**src/hdl/cache_pkg.sv**
```systemverilog
package cache_pkg;

    localparam int sets  = 256;
    localparam int banks = 4;

    typedef logic [7:0]   index_t;
    typedef logic [19:0]  tag_t;
    typedef logic [3:0]   offset_t;
    typedef logic [1:0]   bank_sel_t;
    typedef logic [31:0]  word_t;
    typedef logic [3:0]   wstrb_t;
    // bank 0 in the low word
    typedef logic [127:0] line_t;

    // one cpu access, op 1 is a store
    typedef struct packed {
        logic    op;
        index_t  index;
        tag_t    tag;
        offset_t offset;
        wstrb_t  wstrb;
        word_t   wdata;
    } cpu_req_t;

    typedef struct packed {
        tag_t tag;
        logic valid;
    } tagv_t;

    // bank write into one way
    typedef struct packed {
        index_t    index;
        bank_sel_t bank;
        wstrb_t    wstrb;
        word_t     wdata;
    } way_wr_t;

    typedef enum logic [2:0] {
        main_idle,
        main_lookup,
        main_miss,
        main_replace,
        main_refill
    } main_state_t;

    typedef enum logic {
        wb_idle,
        wb_write
    } wb_state_t;

endpackage

```
**src/hdl/cache_ctrl.sv**
```systemverilog
`timescale 1ns/1ns

module cache_ctrl (
    input  logic                clk,
    input  logic                resetn,

    input  logic                valid,
    input  cache_pkg::cpu_req_t req,
    output logic                addr_ok,
    output logic                data_ok,
    output cache_pkg::word_t    rdata,

    output cache_pkg::index_t   rd_index [2],
    output logic [1:0]          tagv_wen,
    output cache_pkg::tagv_t    tagv_wdata [2],
    output cache_pkg::way_wr_t  bank_wr [2],
    output logic [1:0]          bank_wen,
    output logic [1:0]          dirty_set,
    output logic [1:0]          dirty_clr,
    input  cache_pkg::tagv_t    tagv [2],
    input  cache_pkg::line_t    line [2],
    input  logic [1:0]          dirty,

    output logic                rd_req,
    output logic [2:0]          rd_type,
    output logic [31:0]         rd_addr,
    input  logic                rd_rdy,
    input  logic                ret_valid,
    input  logic                ret_last,
    input  cache_pkg::word_t    ret_data,
    output logic                wr_req,
    output logic [2:0]          wr_type,
    output logic [31:0]         wr_addr,
    output cache_pkg::wstrb_t   wr_wstrb,
    output cache_pkg::line_t    wr_data,
    input  logic                wr_rdy
);

    import cache_pkg::*;

    main_state_t state;
    main_state_t state_nxt;
    wb_state_t   wb_state;
    wb_state_t   wb_state_nxt;
    cpu_req_t    req_r;
    logic        accept;
    logic [1:0]  way_hit;
    logic        cache_hit;
    logic        store_hit;
    bank_sel_t   req_bank;
    line_t       hit_line;
    word_t       hit_word;
    logic        hazard;
    index_t      ram_index;
    logic        victim_sel;
    logic        vic_way;
    logic        vic_valid;
    logic        vic_dirty;
    bank_sel_t   ret_cnt;
    logic        ret_hit;
    word_t       merged;
    way_wr_t     fill_wr;
    logic        wb_way;
    way_wr_t     wb_r;

    assign req_bank = req_r.offset[3:2];

    // tag compare in lookup
    assign way_hit[0] = tagv[0].valid && (tagv[0].tag == req_r.tag);
    assign way_hit[1] = tagv[1].valid && (tagv[1].tag == req_r.tag);
    assign cache_hit  = |way_hit;
    assign store_hit  = (state == main_lookup) && cache_hit && req_r.op;
    assign hit_line   = way_hit[1] ? line[1] : line[0];
    assign hit_word   = hit_line[req_bank*32 +: 32];

    // a load must not read a bank with a store still in flight
    assign hazard = !req.op && (
        (store_hit && (req.index == req_r.index) && (req.offset[3:2] == req_bank)) ||
        ((wb_state == wb_write) && (req.offset[3:2] == wb_r.bank)));

    assign addr_ok = ((state == main_idle) || ((state == main_lookup) && cache_hit)) && !hazard;
    assign accept  = valid && addr_ok;

    // rams follow the incoming request until a miss owns them
    assign ram_index = ((state == main_idle) || (state == main_lookup)) ? req.index : req_r.index;

    always_ff @(posedge clk) begin
        if (accept) begin
            req_r <= req;
        end
    end

    always_ff @(posedge clk) begin
        if (!resetn) begin
            state <= main_idle;
        end else begin
            state <= state_nxt;
        end
    end

    always_comb begin
        state_nxt = state;
        case (state)
            main_idle: begin
                if (accept) begin
                    state_nxt = main_lookup;
                end
            end
            main_lookup: begin
                if (!cache_hit) begin
                    state_nxt = main_miss;
                end else if (!accept) begin
                    state_nxt = main_idle;
                end
            end
            main_miss: begin
                if (vic_valid && (!vic_dirty || wr_rdy)) begin
                    state_nxt = main_replace;
                end
            end
            main_replace: begin
                if (rd_rdy) begin
                    state_nxt = main_refill;
                end
            end
            main_refill: begin
                if (ret_valid && ret_last) begin
                    state_nxt = main_idle;
                end
            end
            default: begin
                state_nxt = main_idle;
            end
        endcase
    end

    // victim ram outputs settle one cycle into main_miss
    always_ff @(posedge clk) begin
        if (!resetn) begin
            victim_sel <= 1'b0;
            vic_valid  <= 1'b0;
            ret_cnt    <= '0;
        end else begin
            if ((state == main_lookup) && !cache_hit) begin
                victim_sel <= !victim_sel;
            end
            vic_valid <= (state == main_miss);
            if (state == main_replace) begin
                ret_cnt <= '0;
            end else if ((state == main_refill) && ret_valid) begin
                ret_cnt <= ret_cnt + 2'd1;
            end
        end
    end

    always_ff @(posedge clk) begin
        if ((state == main_lookup) && !cache_hit) begin
            vic_way <= victim_sel;
        end
    end

    assign vic_dirty = dirty[vic_way] && tagv[vic_way].valid;

    // refill word, with a pending store merged in
    assign ret_hit = (state == main_refill) && ret_valid && (ret_cnt == req_bank);

    always_comb begin
        for (int i = 0; i < 4; i++) begin
            merged[i*8 +: 8] = (req_r.op && req_r.wstrb[i]) ? req_r.wdata[i*8 +: 8]
                                                             : ret_data[i*8 +: 8];
        end
    end

    assign fill_wr = '{index: req_r.index, bank: ret_cnt, wstrb: 4'hf,
                       wdata: ret_hit ? merged : ret_data};

    // write buffer holds one store hit
    always_ff @(posedge clk) begin
        if (!resetn) begin
            wb_state <= wb_idle;
        end else begin
            wb_state <= wb_state_nxt;
        end
    end

    // a new store hit refills the buffer from either state
    assign wb_state_nxt = store_hit ? wb_write : wb_idle;

    always_ff @(posedge clk) begin
        if (store_hit) begin
            wb_way <= way_hit[1];
            wb_r   <= '{index: req_r.index, bank: req_bank, wstrb: req_r.wstrb,
                        wdata: req_r.wdata};
        end
    end

    always_comb begin
        for (int w = 0; w < 2; w++) begin
            rd_index[w]   = ram_index;
            bank_wr[w]    = (wb_state == wb_write) ? wb_r : fill_wr;
            tagv_wdata[w] = '{tag: req_r.tag, valid: 1'b1};
            tagv_wen[w]   = (state == main_refill) && ret_valid && ret_last && (vic_way == 1'(w));
            bank_wen[w]   = ((wb_state == wb_write) && (wb_way == 1'(w))) ||
                            ((state == main_refill) && ret_valid && (vic_way == 1'(w)));
            dirty_set[w]  = ((wb_state == wb_write) && (wb_way == 1'(w))) ||
                            (ret_hit && req_r.op && (vic_way == 1'(w)));
            dirty_clr[w]  = (state == main_replace) && rd_rdy && (vic_way == 1'(w));
        end
    end

    assign data_ok = ((state == main_lookup) && cache_hit) || ret_hit;
    assign rdata   = (state == main_refill) ? ret_data : hit_word;

    assign rd_req  = (state == main_replace);
    assign rd_type = 3'b100;
    assign rd_addr = {req_r.tag, req_r.index, 4'b0000};

    // victim line stays on the ram outputs while main_miss holds the index
    assign wr_req   = (state == main_miss) && vic_valid && vic_dirty;
    assign wr_type  = 3'b100;
    assign wr_addr  = {tagv[vic_way].tag, req_r.index, 4'b0000};
    assign wr_wstrb = 4'hf;
    assign wr_data  = line[vic_way];

endmodule

```
**config.mk**
```make
export PLATFORM = sky130hd
export DESIGN_NAME = cache_ctrl
export DESIGN_NICKNAME = d
export VERILOG_FILES = /design/src/hdl/cache_pkg.sv /design/src/hdl/cache_ctrl.sv
export SDC_FILE = /design/constraint.sdc
export NUM_CORES = 1
export LEC_CHECK = 0
export BUFFER_PORTS_ARGS = -buffer_cell sky130_fd_sc_hd__buf_2
export CAP_MARGIN = 25
export CORE_AREA = 2 2 312 314
export CTS_CLUSTER_DIAMETER = 150
export DETAILED_ROUTE_END_ITERATION = 7
export DIE_AREA = 0 0 314 316
export PLACE_DENSITY = 0.32
export REMOVE_ABC_BUFFERS = 1
export SETUP_SLACK_MARGIN = 0.05
export SYNTH_ARGS = -nofsm -noshare
export SYNTH_HDL_FRONTEND = slang
export SYNTH_SLANG_ARGS = --single-unit
```
**constraint.sdc**
```tcl
create_clock -name clk -period 14.15 [get_ports clk]
set_input_delay 2.83 -clock clk [delete_from_list [all_inputs] [get_ports clk]]
set_output_delay 2.83 -clock clk [all_outputs]
set_load 0.1 [all_outputs]
```
* After elaboration in Yosys (flattened, before gate mapping)
Index checks and enable logic that the tools add are counted.
** Cells by class
- Add/subtract/negate cells :: 1
- Order comparisons :: 2
- Eq/ne operators :: 15
- Shift operators :: 1
- Mux-type cells :: 25
- Bitwise gates (word level) :: 4
- Reductions and logical operators :: 53
** Operators with widths (number)
- 128-bit two-way mux :: 4
- 128-bit by 8-bit indexed part select with 32-bit output :: 1
- 32-bit two-way mux :: 2
- 21-bit two-way mux :: 3
- 46-bit two-way mux :: 1
- 20-bit == test :: 2
- 8-bit two-way mux :: 5
- 1-bit logical AND :: 35
- 3-bit two-way mux :: 6
- 3-bit case mux with 5 select lines :: 1
- 1-bit logical OR :: 9
- 8-bit == test :: 1
- 2-bit == test :: 3
- 3-bit by 2-bit == test with 1-bit output (second input constant) :: 2
- 2-bit != test (second input constant) :: 3
- 1-bit logical NOT :: 5
- 5-bit AND reduction :: 1
- 2-bit OR reduction :: 2
- 3-bit by 1-bit == test with 1-bit output (second input constant) :: 1
- 3-bit == test (second input constant) :: 1
- 3-bit logical NOT :: 1
- 1-bit two-way mux :: 3
- 3-bit != test (second input constant) :: 1
- 1-bit inverter :: 3
- other kinds (5) :: 5
** Storage, ports and cells
- Register bits :: 125
- Input port bits :: 408
- Word-level logic and storage cells :: 118

* Depth between registers and ports, before layout
- Depth after elaboration :: 15
- Gate-level depth with buffers :: 9

* Worst setup path after synthesis
Ideal clock, no wire load.
- Kind :: input -> output
- From :: input ret_valid
- To :: output bank_wr[46] (netlist name)
- Arrival :: 6735 ps
- Required time :: 11320 ps
- Path slack :: 4585 ps
- Stages :: 8
- Buffers on the path :: 2
- Path through :: nand4bb_1 nor3_1 and2_1 clkbuf_1 nand2_1 mux2i_1 o21ai_0 buf_4
** RTL lines
- start, declared :: RTL line cache_ctrl.sv:28 : input logic ret_valid,
- end, declared :: RTL line cache_ctrl.sv:16 : output cache_pkg::way_wr_t bank_wr [2],

==> metrics.yaml <==
synth:
  synthArstFlopShare_pct: 0
  synth_edf_count: 115
  yosys.area_share.simple_pct: 8.90
  synth-compound-area-share_pct: 5.62
  synth_cell_type_count: 44
  syn_inst: 1067
  syn_area_per_cell_um2: 10.3
  synth-main-ff-cell: "edfxtp_1"
  ys_seq_area_share_pct: 32.9
  synth_area_um2: 11000
  synth_warnings: 0
  yosys.area_share.xor_xnor_pct: 4.47
  synth_area_leaders: "edfxtp_1 31%, mux2_2 20%, mux2i_1 15%"
  yosys.area.top_type_share_pct: 31.4
  synth_top_area_cell: "edfxtp_1"
  synth_top_family_by_area: "multiplexers"
  yosys.area_share.adder_pct: 0
  yosys_register_bits: 123
  synth_mux_area_share_pct: 34.8
global_route:
  met1_usage_pct: 13.4
  grt_most_used_layer: "met2"
  grt_use_met3_pct: 4.06
  grt_pass1_vias: 10700
  grtUsageMet2_pct: 20.5
  antenna_found_initial: 8
  grt-ovfl-total: 0
  grt_max_degree: 75
  grt_pass1_wl_um: 81300
  track_usage_pct: 11.8
cts:
  cts_buffer_depth: 2
  numCtsBuffers: 17
  clk_pin_slew_worst_paths_ns: 0.06
  cts_hold_buf: 0
  htree_levels: 4
  cts_setup_buffers: 0
  cts_root_buf: "clkbuf_16"
  clock_sinks: 123
  insertion_delay_ns: 0.48
  cts_tree: "yes"
  cts.repair.resized: 0
worst_setup_path:
  critPathKind: "in2out"
  critPathTopFamily: "simple AND/OR/NAND/NOR gates"
  regToRegSetupSlack_ns: 9.19
  r2r_start: "rd_addr[15]"
  crit_chain: "buf_2 > nand4bb_1 > nor3_1 > and2_1 > buf_4 > nand2_1 > mux2i_1 > o21ai_0 > buf_2"
  crit_start: "ret_valid"
  cp_data_required_time_ns: 11.32
  cp_data_arrival_time_ns: 6.16
  cp_slowest_cell: "o21ai_0"
  endpoint_kind: "primary output"
  crit_fanout: 8
  cp.buffers_inverters: 3
  crit_top_cell: "buf_2"
  cp-start-kind: "input port"
  cp_slowest_stage_delay_ns: 0.55
die:
  io_pins: 804
  row_count: 114
  initial_core_util_pct: 11.4
  core_um2: 96000
  die_h_um: 316
  dieArea_um2: 99200
  die_w_um: 314
pwr:
  power.leakage_nw: 7.28
  p_per_area_nw_per_um2: 141
  p_total_mw: 2.23
  ir_drop_mv: 0.0734
sta:
  slew_violations: 0
  tns_ns: 0
  final_hold_viol_count: 0
  worst_slew_pin_slew_ns: 1.10
  slew_headroom_pct: 26.7
  skew_ns: 0.0198
  post-route-period-util_pct: 63.6
  final-setup-viol-count: 0
  fin_ws_ns: 5.16
  rsz0062_at_grt: "no"
  fin_crit_ns: 8.99
  max_freq_mhz: 111
cells_and_area:
  nets: 2090
  drive_gt1_share_pct: 60.6
  multi_input_area_um2: 6020
  syn_to_final_growth_pct: 44.6
  n_fill_cell: 10800
  ff_latch_area_um2: 3620
worst_hold_path:
  hp-start: "req_r[10]"
  min_path_type: "reg2reg"
run_status:
  status: "complete, no violations"
placement:
  post-place-ws_ns: 4.86
  dpl.hpwl_um: 51200
  port_buffers: 781
  gp_congestion: 0.829
detailed_routing:
  detail-route-antenna-nets: 0
  drtIter0Drc: 344
  wirelength_um: 61900
  wl_per_cell_um: 20.8
  via_per_inst: 3.56
  drc: 0
  dr.pass1.iters: 4
  vias: 10600
run:
  cap_violations: 0
-- flip-flops by register name (all words and copies together) (netlist names), 2 cells and up --
signal	cells
wb_r	46
req_r	37
req_bank	2
rd_addr	28
ret_cnt	2
state	3
-- cell type report --
cell class	instances	area share, %
diodes	3	0.0473
clock buffers	18	2.70
clock inverters	14	1.01
inverters	4	0.173
multi-input cells	740	37.9
flip-flops and latches	123	22.8
well taps	1276	10.1
repair buffers	796	25.3
-- metrics by stage --
stage	cell area, um^2	utilization, %	hold WS [ns]	std cells
5_1_grt	15900	16.5	0.456	2973
3_5_place_dp	15300	15.9	0.431	2939
3_3_place_gp	15300	15.9	0.429	2939
6_report	15900	16.5	0.445	2974
4_1_cts	15900	16.5	0.447	2971
2_1_floorplan	9620	-	0.422	867
-- synthesized netlist by cell type (2+ instances only) --
cell and n:
mux2_2 192, mux2i_1 166, buf_4 151, edfxtp_1 115, nand2_1 78, nor2_1 60
clkbuf_1 49, o21ai_0 34, nand3_1 30, xor2_1 30, o2111ai_1 27, xnor2_1 26
nor3_1 11, buf_1 8, dfxtp_1 8, o31ai_1 8, nand2b_1 7, nor4_1 7
a211o_1 6, buf_2 6, nand4_1 6, a21oi_1 4, buf_6 3, inv_1 3
nand3b_1 3, nor3b_1 3, o21ai_1 3, a21boi_0 2, and2_1 2, and3_1 2
and4_1 2, conb_1 2, or4_1 2
-- cell families (layout without fill, tap and decap cells) --
logic type | count (synthesis) | after routing
compound gates | 90 | 90
simple gates | 216 | 216
mux | 358 | 358
xor+xnor | 56 | 56
other cells | 2 | 23
buf+inv | 222 | 832
flops | 123 | 123
-- metal layers --
| layer | routed length, um | vias up |
|---|---|---|
| li1 | - | 4977 |
| met1 | 24700 | 5042 |
| met2 | 30900 | 497 |
| met3 | 4600 | 63 |
| met4 | 1630 | 8 |
| met5 | 57 | - |
-- cells in the final DEF, fill, tap and decap left out, drive strengths merged, types with 27 or more instances in the layout --
| cell type | synthesis | routed |
|---|---|---|
| edfxtp | 115 | 115 |
| o21ai | 37 | 37 |
| mux2i | 166 | 166 |
| o2111ai | 27 | 27 |
| buf | 169 | 796 |
| nand3 | 30 | 30 |
| nor2 | 60 | 60 |
| mux2 | 192 | 192 |
| xor2 | 30 | 30 |
| nand2 | 78 | 78 |
-- path summary, 6_finish.rpt --
check / endpoint / depth (start not counted)
max: bank_wr[6] / 9
min: wb_r[10] / 0
max reg2reg: req_r[2] / 9
min reg2reg: wb_r[10] / 0
-- power breakdown --
group / internal, mW / total [mW] / leakage (nW) / switching, mW
clock network: 0.264 / 0.468 / 0.288 / 0.204
logic: 0.236 / 1.30 / 5.86 / 1.07
registers: 0.432 / 0.463 / 1.13 / 0.0304
total: 0.932 / 2.23 / 7.28 / 1.30
No activity file was read; power rests on OpenSTA's default activity.
